==> src/rtl/synth_pkg.sv <==
`default_nettype none

package synth_pkg;

    localparam int sample_w     = 8;
    localparam int word_w       = 16;  // Sample byte sent twice
    localparam int freq_w       = 6;
    localparam int clks_per_bit = 8;   // UART bit period
    localparam int step_base    = 8;   // Clocks per frequency-code unit
    localparam int fifo_depth   = 4;

    localparam int lfsr_w             = 16;
    localparam logic [15:0] lfsr_seed = 16'hACE1;

    // Derived counter widths
    localparam int bit_cnt_w   = $clog2(clks_per_bit);
    localparam int step_cnt_w  = $clog2(step_base << freq_w);
    localparam int word_cnt_w  = $clog2(word_w);
    localparam int fifo_ptr_w  = $clog2(fifo_depth);
    localparam int fifo_cnt_w  = fifo_ptr_w + 1;

    typedef enum logic [1:0] {
        wave_triangle = 2'd0,
        wave_sawtooth = 2'd1,
        wave_square   = 2'd2
    } wave_e;

    // Command bytes are plain ASCII letters
    typedef enum logic [7:0] {
        cmd_noise_on  = 8'h4E,  // N
        cmd_noise_off = 8'h46,  // F
        cmd_triangle  = 8'h54,  // T
        cmd_sawtooth  = 8'h53,  // S
        cmd_square    = 8'h51   // Q
    } cmd_e;

    typedef enum logic [1:0] {
        rx_idle  = 2'd0,
        rx_start = 2'd1,
        rx_data  = 2'd2,
        rx_stop  = 2'd3
    } rx_state_e;

endpackage

`default_nettype wire

==> src/rtl/uart_command_rx.sv <==
`default_nettype none

module uart_command_rx
    import synth_pkg::*;
(
    input  logic              clk,
    input  logic              rst_n,
    input  logic              rx,         // Idle high
    output wave_e             wave_sel,
    output logic              noise_en,
    output logic [freq_w-1:0] freq_code,
    output logic              restart     // One cycle on waveform or noise command
);

    rx_state_e            state;
    logic [bit_cnt_w-1:0] bit_cnt;    // Clocks into current bit
    logic [2:0]           bit_idx;    // Data bit number
    logic [7:0]           rx_byte;    // LSB first shift register
    logic                 byte_done;  // Good stop bit seen
    logic                 bit_tick;
    logic                 half_tick;

    assign bit_tick  = bit_cnt == bit_cnt_w'(clks_per_bit - 1);
    assign half_tick = bit_cnt == bit_cnt_w'(clks_per_bit / 2 - 1);

    always_ff @(posedge clk) begin
        if (!rst_n) begin
            state     <= rx_idle;
            bit_cnt   <= '0;
            bit_idx   <= '0;
            byte_done <= 1'b0;
        end else begin
            byte_done <= 1'b0;
            bit_cnt   <= bit_cnt + 1'b1;
            case (state)
                rx_idle: begin
                    bit_cnt <= '0;
                    if (!rx) begin
                        state <= rx_start;  // Falling edge
                    end
                end
                rx_start: begin
                    if (half_tick) begin
                        bit_cnt <= '0;
                        bit_idx <= '0;
                        state   <= rx ? rx_idle : rx_data;  // Glitch goes back to idle
                    end
                end
                rx_data: begin
                    if (bit_tick) begin
                        bit_cnt <= '0;
                        bit_idx <= bit_idx + 1'b1;
                        if (bit_idx == 3'd7) begin
                            state <= rx_stop;
                        end
                    end
                end
                rx_stop: begin
                    if (bit_tick) begin
                        byte_done <= rx;  // Framing error drops the byte
                        state     <= rx_idle;
                    end
                end
                default: state <= rx_idle;
            endcase
        end
    end

    always_ff @(posedge clk) begin
        if (state == rx_data && bit_tick) begin
            rx_byte <= {rx, rx_byte[7:1]};
        end
    end

    // Settings update one clock after the stop bit
    always_ff @(posedge clk) begin
        if (!rst_n) begin
            wave_sel  <= wave_triangle;
            noise_en  <= 1'b0;
            freq_code <= '0;
            restart   <= 1'b0;
        end else begin
            restart <= 1'b0;
            if (byte_done) begin
                case (rx_byte)
                    cmd_noise_on: begin
                        noise_en <= 1'b1;
                        restart  <= 1'b1;
                    end
                    cmd_noise_off: begin
                        noise_en <= 1'b0;
                        restart  <= 1'b1;
                    end
                    cmd_triangle: begin
                        wave_sel <= wave_triangle;
                        restart  <= 1'b1;
                    end
                    cmd_sawtooth: begin
                        wave_sel <= wave_sawtooth;
                        restart  <= 1'b1;
                    end
                    cmd_square: begin
                        wave_sel <= wave_square;
                        restart  <= 1'b1;
                    end
                    default: freq_code <= rx_byte[freq_w-1:0];  // Anything else is a rate
                endcase
            end
        end
    end

endmodule

`default_nettype wire

==> src/rtl/wave_oscillator.sv <==
`default_nettype none

module wave_oscillator
    import synth_pkg::*;
(
    input  logic                clk,
    input  logic                rst_n,
    input  wave_e               wave_sel,
    input  logic                noise_en,
    input  logic [freq_w-1:0]   freq_code,
    input  logic                restart,
    output logic                sample_valid,
    input  logic                sample_ready,
    output logic [sample_w-1:0] sample_data
);

    logic [step_cnt_w-1:0] step_cnt;
    logic [step_cnt_w-1:0] step_last;  // Step period minus one
    logic                  step_end;
    logic                  take;       // Step produces a sample
    logic [sample_w-1:0]   tri_val;
    logic                  tri_up;
    logic [sample_w-1:0]   saw_val;
    logic                  sq_high;
    logic [lfsr_w-1:0]     lfsr;
    logic                  lfsr_fb;
    logic [sample_w-1:0]   gen_val;    // Value of the active generator

    assign step_last = step_cnt_w'(step_base * (int'(freq_code) + 1) - 1);
    // Also catches a counter left above a newly shortened period
    assign step_end  = step_cnt >= step_last;

    // A pending sample blocks the step, so the generator holds
    assign take = step_end && !restart && (!sample_valid || sample_ready);

    assign lfsr_fb = lfsr[15] ^ lfsr[13] ^ lfsr[12] ^ lfsr[10];

    always_comb begin
        if (noise_en) begin
            gen_val = lfsr[lfsr_w-1 -: sample_w];  // Upper byte
        end else begin
            case (wave_sel)
                wave_sawtooth: gen_val = saw_val;
                wave_square:   gen_val = {sample_w{sq_high}};
                default:       gen_val = tri_val;
            endcase
        end
    end

    always_ff @(posedge clk) begin
        if (!rst_n) begin
            step_cnt <= '0;
        end else if (restart || step_end) begin
            step_cnt <= '0;
        end else begin
            step_cnt <= step_cnt + 1'b1;
        end
    end

    // Reset and restart both put every generator at its start
    always_ff @(posedge clk) begin
        if (!rst_n || restart) begin
            tri_val <= '0;
            tri_up  <= 1'b1;
            saw_val <= '0;
            sq_high <= 1'b0;
            lfsr    <= lfsr_seed;
        end else if (take) begin
            if (noise_en) begin
                lfsr <= {lfsr[lfsr_w-2:0], lfsr_fb};
            end else begin
                case (wave_sel)
                    wave_sawtooth: saw_val <= saw_val + 1'b1;  // Wraps 255 to 0
                    wave_square:   sq_high <= !sq_high;
                    default: begin
                        if (tri_up) begin
                            if (&tri_val) begin
                                tri_up  <= 1'b0;  // Peak emitted once
                                tri_val <= tri_val - 1'b1;
                            end else begin
                                tri_val <= tri_val + 1'b1;
                            end
                        end else begin
                            if (tri_val == '0) begin
                                tri_up  <= 1'b1;  // Trough emitted once
                                tri_val <= tri_val + 1'b1;
                            end else begin
                                tri_val <= tri_val - 1'b1;
                            end
                        end
                    end
                endcase
            end
        end
    end

    always_ff @(posedge clk) begin
        if (!rst_n) begin
            sample_valid <= 1'b0;
        end else if (take) begin
            sample_valid <= 1'b1;
        end else if (sample_ready) begin
            sample_valid <= 1'b0;
        end
    end

    always_ff @(posedge clk) begin
        if (take) begin
            sample_data <= gen_val;
        end
    end

endmodule

`default_nettype wire

==> src/rtl/sample_fifo.sv <==
`default_nettype none

module sample_fifo
    import synth_pkg::*;
(
    input  logic                clk,
    input  logic                rst_n,
    input  logic                in_valid,
    output logic                in_ready,
    input  logic [sample_w-1:0] in_data,
    output logic                out_valid,
    input  logic                out_ready,
    output logic [sample_w-1:0] out_data
);

    logic [sample_w-1:0]   mem [fifo_depth];
    logic [fifo_ptr_w-1:0] wr_ptr;
    logic [fifo_ptr_w-1:0] rd_ptr;
    logic [fifo_cnt_w-1:0] count;
    logic                  push;
    logic                  pop;

    assign out_valid = count != '0;
    assign in_ready  = (count != fifo_cnt_w'(fifo_depth)) || out_ready;  // Full may swap
    assign out_data  = mem[rd_ptr];
    assign push      = in_valid && in_ready;
    assign pop       = out_valid && out_ready;

    always_ff @(posedge clk) begin
        if (!rst_n) begin
            wr_ptr <= '0;
            rd_ptr <= '0;
            count  <= '0;
        end else begin
            if (push) begin
                wr_ptr <= wr_ptr + 1'b1;  // Depth is a power of two
            end
            if (pop) begin
                rd_ptr <= rd_ptr + 1'b1;
            end
            count <= count + fifo_cnt_w'(push) - fifo_cnt_w'(pop);
        end
    end

    always_ff @(posedge clk) begin
        if (push) begin
            mem[wr_ptr] <= in_data;
        end
    end

endmodule

`default_nettype wire

==> src/rtl/i2s_serializer.sv <==
`default_nettype none

module i2s_serializer
    import synth_pkg::*;
(
    input  logic                clk,
    input  logic                rst_n,
    input  logic                sample_valid,
    output logic                sample_ready,  // One cycle per word
    input  logic [sample_w-1:0] sample_data,
    output logic                sck,
    output logic                ws,
    output logic                sd
);

    logic [word_cnt_w-1:0] bit_cnt;      // Bits sent in current word
    logic [word_w-1:0]     shift_reg;
    logic [sample_w-1:0]   last_sample;  // Resent on underrun
    logic [sample_w-1:0]   next_sample;
    logic [word_w-1:0]     next_word;
    logic                  last_bit;
    logic                  word_end;

    assign last_bit    = bit_cnt == word_cnt_w'(word_w - 1);
    assign word_end    = sck && last_bit;  // Falling sck edge ending the word
    assign next_sample = (sample_valid && sample_ready) ? sample_data : last_sample;
    assign next_word   = {next_sample, next_sample};

    always_ff @(posedge clk) begin
        if (!rst_n) begin
            sck          <= 1'b0;
            ws           <= 1'b0;
            sd           <= 1'b0;
            bit_cnt      <= '0;
            shift_reg    <= '0;
            last_sample  <= '0;
            sample_ready <= 1'b0;
        end else begin
            sck          <= !sck;
            sample_ready <= !sck && last_bit;  // High during the boundary cycle
            if (word_end) begin
                bit_cnt     <= '0;
                ws          <= !ws;  // Moves with the first bit
                last_sample <= next_sample;
                sd          <= next_word[word_w-1];
                shift_reg   <= {next_word[word_w-2:0], 1'b0};
            end else if (sck) begin
                // sd only changes as sck falls
                bit_cnt   <= bit_cnt + 1'b1;
                sd        <= shift_reg[word_w-1];
                shift_reg <= {shift_reg[word_w-2:0], 1'b0};
            end
        end
    end

endmodule

`default_nettype wire

==> src/rtl/waves_synth.sv <==
`default_nettype none

module waves_synth
    import synth_pkg::*;
(
    input  logic clk,
    input  logic rst_n,
    input  logic uart_rx,
    output logic i2s_sck,
    output logic i2s_ws,
    output logic i2s_sd
);

    wave_e               wave_sel;
    logic                noise_en;
    logic [freq_w-1:0]   freq_code;
    logic                restart;
    logic                sample_valid;
    logic                sample_ready;
    logic [sample_w-1:0] sample_data;
    logic                out_valid;
    logic                out_ready;
    logic [sample_w-1:0] out_data;

    uart_command_rx cmd_rx_i (
        .clk       (clk),
        .rst_n     (rst_n),
        .rx        (uart_rx),
        .wave_sel  (wave_sel),
        .noise_en  (noise_en),
        .freq_code (freq_code),
        .restart   (restart)
    );

    wave_oscillator osc_i (
        .clk          (clk),
        .rst_n        (rst_n),
        .wave_sel     (wave_sel),
        .noise_en     (noise_en),
        .freq_code    (freq_code),
        .restart      (restart),
        .sample_valid (sample_valid),
        .sample_ready (sample_ready),
        .sample_data  (sample_data)
    );

    sample_fifo fifo_i (
        .clk       (clk),
        .rst_n     (rst_n),
        .in_valid  (sample_valid),
        .in_ready  (sample_ready),
        .in_data   (sample_data),
        .out_valid (out_valid),
        .out_ready (out_ready),
        .out_data  (out_data)
    );

    i2s_serializer i2s_i (
        .clk          (clk),
        .rst_n        (rst_n),
        .sample_valid (out_valid),
        .sample_ready (out_ready),
        .sample_data  (out_data),
        .sck          (i2s_sck),
        .ws           (i2s_ws),
        .sd           (i2s_sd)
    );

endmodule

`default_nettype wire

==> config.mk <==
export PLATFORM = sky130hd
export DESIGN_NAME = waves_synth
export DESIGN_NICKNAME = d
export VERILOG_FILES = /design/src/rtl/synth_pkg.sv /design/src/rtl/uart_command_rx.sv /design/src/rtl/wave_oscillator.sv /design/src/rtl/sample_fifo.sv /design/src/rtl/i2s_serializer.sv /design/src/rtl/waves_synth.sv
export SDC_FILE = /design/constraint.sdc
export NUM_CORES = 1
export LEC_CHECK = 0
export ABC_AREA = 1
export BUFFER_PORTS_ARGS = -buffer_cell sky130_fd_sc_hd__buf_4
export CORE_MARGIN = 2
export CORE_UTILIZATION = 30
export CTS_CLUSTER_DIAMETER = 150
export DETAILED_ROUTE_END_ITERATION = 6
export GPL_TIMING_DRIVEN = 1
export MAX_ROUTING_LAYER = met4
export SLEW_MARGIN = 20
export SYNTH_ARGS = -nofsm -noshare
export SYNTH_HDL_FRONTEND = slang
export SYNTH_SLANG_ARGS = --single-unit
export TNS_END_PERCENT = 20
==> constraint.sdc <==
create_clock -name clk -period 2.3 [get_ports clk]
set_input_delay 0.115 -clock clk [delete_from_list [all_inputs] [get_ports clk]]
set_output_delay 0.115 -clock clk [all_outputs]
set_load 0.02 [all_outputs]
Word-level counts from Yosys, hierarchy flattened. Memory sizes are Yosys's and may differ from the RTL's. A register that Yosys moved wholly into a read port is not among the register bits. Cells that the tools add are included.

Bits in registers: 117. Bits in latches: 0. RAM bits: 32. Memory bits (read-only): 0. Input bits: 3. Output and inout bits: 3. Logic and storage cells: 145. Memories kept: 1.

Add/sub/neg operators: 13. Multiply operators: 0. Div/mod/pow operators: 0. Order comparisons: 1. Equality and inequality tests: 20. Shift-type cells: 0. Muxes and demuxes: 35. Bitwise logic cells: 7. Reductions and logical operators: 41.

Memory list: fifo_i.mem (words 4, bits a word 8, read ports 1, clocked after Yosys merged registers in 1, write ports 1, RTL line sample_fifo.sv:16) `logic [sample_w-1:0] mem [fifo_depth];`.

Operators with widths (count): == test 8 x 7 -> 1 bit, second input constant (5); 2-to-1 mux 8 bit (5); 2-to-1 mux 16 bit (2); adder 8 x 1 -> 8 bit, second input constant (2); 2-to-1 mux 2 bit (8); case mux 8 bit (2 select lines) (1); AND reduction 3 bit (5); 2-to-1 mux 3 bit (4); 2-to-1 mux 1 bit (10); AND reduction 2 bit (5); adder 9 x 1 -> 9 bit, second input constant (1); >= comparator 9 bit (1); case mux 3 bit (3 select lines) (1); subtractor 9 x 2 -> 9 bit, second input constant (1); zero test 8 bit (1); inequality test 2 x 1 -> 1 bit, second input constant (4); case mux 2 bit (4 select lines) (1); AND reduction 8 bit (1); nonzero test 2 bit (4); subtractor 8 x 1 -> 8 bit, second input constant (1); logical AND 1 bit (7); adder 3 x 1 -> 3 bit, second input constant (2); adder 6 x 1 -> 6 bit, second input constant (1); == test 2 bit, second input constant (3); other kinds (22) (41).

Logic depth before layout (Yosys ltp).
Word-level depth: 6. Depth in mapped cells: 19. Depth with buffers taken out: 18.

Hierarchy. A second synthesis with hierarchy kept.

Cells, all modules: 931. Area total of the unflattened synthesis: 7407.1 µm².

By module, submodules not included: wave_oscillator (times used 1, cells each 420, area each 2967.8 µm², seq. area each 1121.1 µm²); sample_fifo (times used 1, cells each 146, area each 1695.4 µm², seq. area each 1141.1 µm²); i2s_serializer (times used 1, cells each 209, area each 1476.4 µm², seq. area each 620.6 µm²); uart_command_rx (times used 1, cells each 156, area each 1267.5 µm², seq. area each 620.6 µm²).

Worst setup path after synthesis. No wires, ideal clock.

Path kind: register to register. Start point: register cmd_rx_i.freq_code[0]. End point: register osc_i.sample_data[0], enable pin. Setup time: 0.334 ns. Arrival time: 2.259 ns. Required time: 1.966 ns. Slack: -0.294 ns. Cell stages (with the launch flop): 17. Buffers on the path: 0. Period minus slack after synthesis: 2.594 ns. Cells stage by stage: dfxtp_1 > ha_1 > xnor2_1 > inv_1 > nor3_1 > nand2_1 > nor2_1 > xor2_1 > ha_1 > nand2_1 > inv_1 > nand2_1 > nor2_1 > nor2_2 > nand2_4 > nand2_2 > nor2_4.

Word-level cells in the longest chain between the ends: 5.

RTL lines: start: declaration (RTL line uart_command_rx.sv:11) `output logic [freq_w-1:0] freq_code,`; start signal: assignment (RTL line uart_command_rx.sv:106) `default: freq_code <= rx_byte[freq_w-1:0];`; adder 6 x 1 -> 6 bit (RTL line wave_oscillator.sv:29) `assign step_last = step_cnt_w'(step_base * (int'(freq_code) + 1) - 1);`; subtractor 9 x 2 -> 9 bit (RTL line wave_oscillator.sv:29); >= comparator 9 bit (RTL line wave_oscillator.sv:31) `assign step_end = step_cnt >= step_last;`; logical AND 1 bit (2 in a row) (RTL line wave_oscillator.sv:34) `assign take = step_end && !restart && (!sample_valid || sample_ready);`; named net osc_i.take (RTL line wave_oscillator.sv:20) `logic take;`; end signal: assignment (RTL line wave_oscillator.sv:109) `sample_data <= gen_val;`; end: declaration (RTL line wave_oscillator.sv:14) `output logic [sample_w-1:0] sample_data`.

The timed path passes the listed nets, and every way through them passes these cells. A chain may end at the register's enable or synchronous reset.

Worst setup path after layout.
Start point: register cmd_rx_i.freq_code[0]. End point: register osc_i.lfsr[7].

Word-level cells in the longest chain between the ends: 6.

RTL lines: adder 6 x 1 -> 6 bit (RTL line wave_oscillator.sv:29); subtractor 9 x 2 -> 9 bit (RTL line wave_oscillator.sv:29); >= comparator 9 bit (RTL line wave_oscillator.sv:31); logical AND 1 bit (2 in a row) (RTL line wave_oscillator.sv:34); AND reduction 2 bit (no source line); end signal: assignment (RTL line wave_oscillator.sv:67) `lfsr <= lfsr_seed;`; end signal: assignment (RTL line wave_oscillator.sv:70) `lfsr <= {lfsr[lfsr_w-2:0], lfsr_fb};`; end: declaration (RTL line wave_oscillator.sv:25) `logic [lfsr_w-1:0] lfsr;`.

No other way between the ends.

==> run metrics <==
fin. max-slew vios 0; Detailed Route WL 13.9 mm; ratio of cells with drive above 1 in the final layout 13.4%; Post-Route Skew 8.93 ps; setup ws final -271 ps; maximum vdd drop 543 uV; total power per unit cell area 697 nW/um2; global route overflow 0; Bufs on Longest Clock Path 2; first-pass GRT wire length 23.8 mm; status complete, but fails checks; WL/cell 11.8 um; max FFs per register 32; num ports 6; WP data required 2610 ps; Worst Setup End Kind register; initial cell density of the core 30.3%; synth top area cells dfxtp_1 (29%), edfxtp_1 (20%), nand2_1 (7.0%); CP arrival 2880 ps; R2R depth 19; Detailed Route Iter0 Violations 412; Routability Congestion 0.833; remaining routing DRC violations 0; most common flop cell mapped by yosys dfxtp_1; vias in the first global route 5062; max-capacitance violation count 0; synth unique cells 39; register area share after synthesis 49.7%; HPWL Detailed 9.22 mm; reg2reg start cmd_rx_i.freq_code[0]; via count 5379; top cell type by total area after synthesis dfxtp_1; # setup viols final 44; Clock Latency Late Sink 430 ps; CP Max Fanout 8; Mapped Area 7050 um2; fin crit share 112%; Leakage 3.16 nW; final hold vios 0; Clock Tree Root clkbuf_16; Routed Antenna Nets 0; largest net degree at the start of global routing 35; Die W 157 um; TritonRoute pass-1 iters 5; worst-margin pin slew 819 ps; Tmin final 2570 ps; Post-Syn Nets 863; failing checks setup timing; r2r setup slk -270 ps; DIE AREA 24700 um2; CTS tree yes; destination of the critical timing path osc_i.lfsr[7]; Chip Height 157 um; Final Power 0.00578 W; total CTS buffers 17; P&R area growth vs syn 17.7%; Synthesis Warnings 0; input/output buffers 5; setup TNS -9970 ps; RR Endpoint osc_i.lfsr[7]; Post-Syn Instances 826; commonest cells after routing, fill and taps aside nand2_1 (127), dfxtp_1 (100), a21oi_1 (91), inv_1 (83), o21ai_0 (77); Startpoint Class register; fill count 2394; CORE AREA 23300 um2; area share of the largest cell type after synthesis 29.3%; Hold WC Path Type input port to register; f_max 389 MHz; clk slew on worst S/H paths 60 ps; kind of critical path register to register; # diodes 0; clk sinks 151; vias per std cell 4.54; GRT Util Overall 12.3%; EDFF count, synth 48; std cell rows 56; RSZ-0062 raised after global routing true; Async S/R FF share, synth 0%; Synth Area per Inst 8.53 um2; nets@finish 889; #FFs+latches synth 151; DP Worst Slack -334 ps; H-tree depth 4; most common cell after layout, fill and taps aside nand2_1; Critical path origin cmd_rx_i.freq_code[0]; antenna violations before repair 0; relative slew slack 45.3%
==> stage by stage <==
step	util (%)	hold slack (ps)	cell area, um2	std cells
floorplan	-	214	7070	826
global placement	32.6	342	7570	1145
detailed placement	32.6	337	7570	1145
CTS	35.1	63.6	8170	1179
global route	35.7	85.7	8300	1184
finish	35.7	76.5	8300	1184
==> cells by family (layout without fill, tap and decap cells) <==
group	count (synthesis)	in the layout	synth area share [%]
compound gates	207	207	15.3
simple gates	287	290	18.6
buf+inv	117	153	6.52
xor+xnor	30	30	3.73
flops	151	151	49.7
fa+ha+maj	34	34	6.14
==> worst min path at each step <==
stage,startpoint,slack (ps),endpoint,depth (start not counted)
6_report,rst_n,80,fifo_i.count[0],3
5_1_grt,rst_n,90,fifo_i.count[0],3
4_1_cts,rst_n,60,fifo_i.count[0],3
3_5_place_dp,uart_rx,340,cmd_rx_i.rx_byte[7],1
3_3_place_gp,uart_rx,340,cmd_rx_i.rx_byte[7],1
2_1_floorplan,uart_rx,210,cmd_rx_i.rx_byte[7],0
==> repair_timing <==
action / in CTS / in global routing
hold buffers: 1 / 0
endpoints found under the setup margin: 47 / 52
pin swaps: 2 / 6
buffers inserted: 0 / 4
cloned: 1 / 2
resized for setup: 9 / 22
endpoints found under the hold margin: 2 / 0
==> per-layer routing <==
metal	up-vias	part of all wire, %	global-route usage [%]
met5	-	0	-
met4	0	1.2	4.89
met3	12	2.4	2.42
met2	44	48	20.1
met1	2488	48	14.8
li1	2835	-	-
==> cell usage after synthesis, types with 6 or more instances <==
| cell | instances |
|---|---|
| nor2_1 | 75 |
| nand2_1 | 132 |
| dfxtp_1 | 103 |
| xnor2_1 | 9 |
| xor2_1 | 21 |
| inv_1 | 84 |
| buf_2 | 10 |
| ha_1 | 33 |
| a21oi_1 | 97 |
| nand3_1 | 38 |
| o22ai_1 | 11 |
| nor3_1 | 6 |
| o21ai_0 | 79 |
| edfxtp_1 | 48 |
| o21ai_1 | 11 |
| nand4_1 | 11 |
| clkbuf_1 | 17 |
==> power breakdown <==
group	switching [W]	leakage (nW)	internal [W]	total, W
Clock	0.00109	0.254	0.00149	0.00258
Combinational	0.000229	1.64	0.000129	0.000358
Sequential	0.0000484	1.27	0.00279	0.00284
Total	0.00137	3.16	0.00441	0.00578
==> area by class of cell <==
| type | instances | area, um2 | share of cell area (%) |
|---|---|---|---|
| Multi-Input combinational cell | 561 | 3230 | 39.0 |
| Clock buffer | 21 | 440 | 5.31 |
| Clock inverter | 11 | 100 | 1.21 |
| Timing Repair Buffer | 33 | 283 | 3.41 |
| Tap cell | 319 | 399 | 4.81 |
| Inverter | 88 | 330 | 3.98 |
| Sequential cell | 151 | 3510 | 42.3 |
==> worst max-delay path, stage by stage, from the launching register on <==
cell and delay, ps:
dfxtp_4 350, ha_4 170, xnor2_2 110, inv_1 60
nor3_2 140, nand2_1 80, nor2_1 110, xor2_1 160
ha_1 260, nand2_1 80, inv_2 40, nand2_1 50
nand2_1 50, nor2_2 160, nand2_4 140, nand3_4 160
buf_12 130, nor2_4 40, nand2_1 90, nand3_1 60
(Power assumes the default switching activity.)
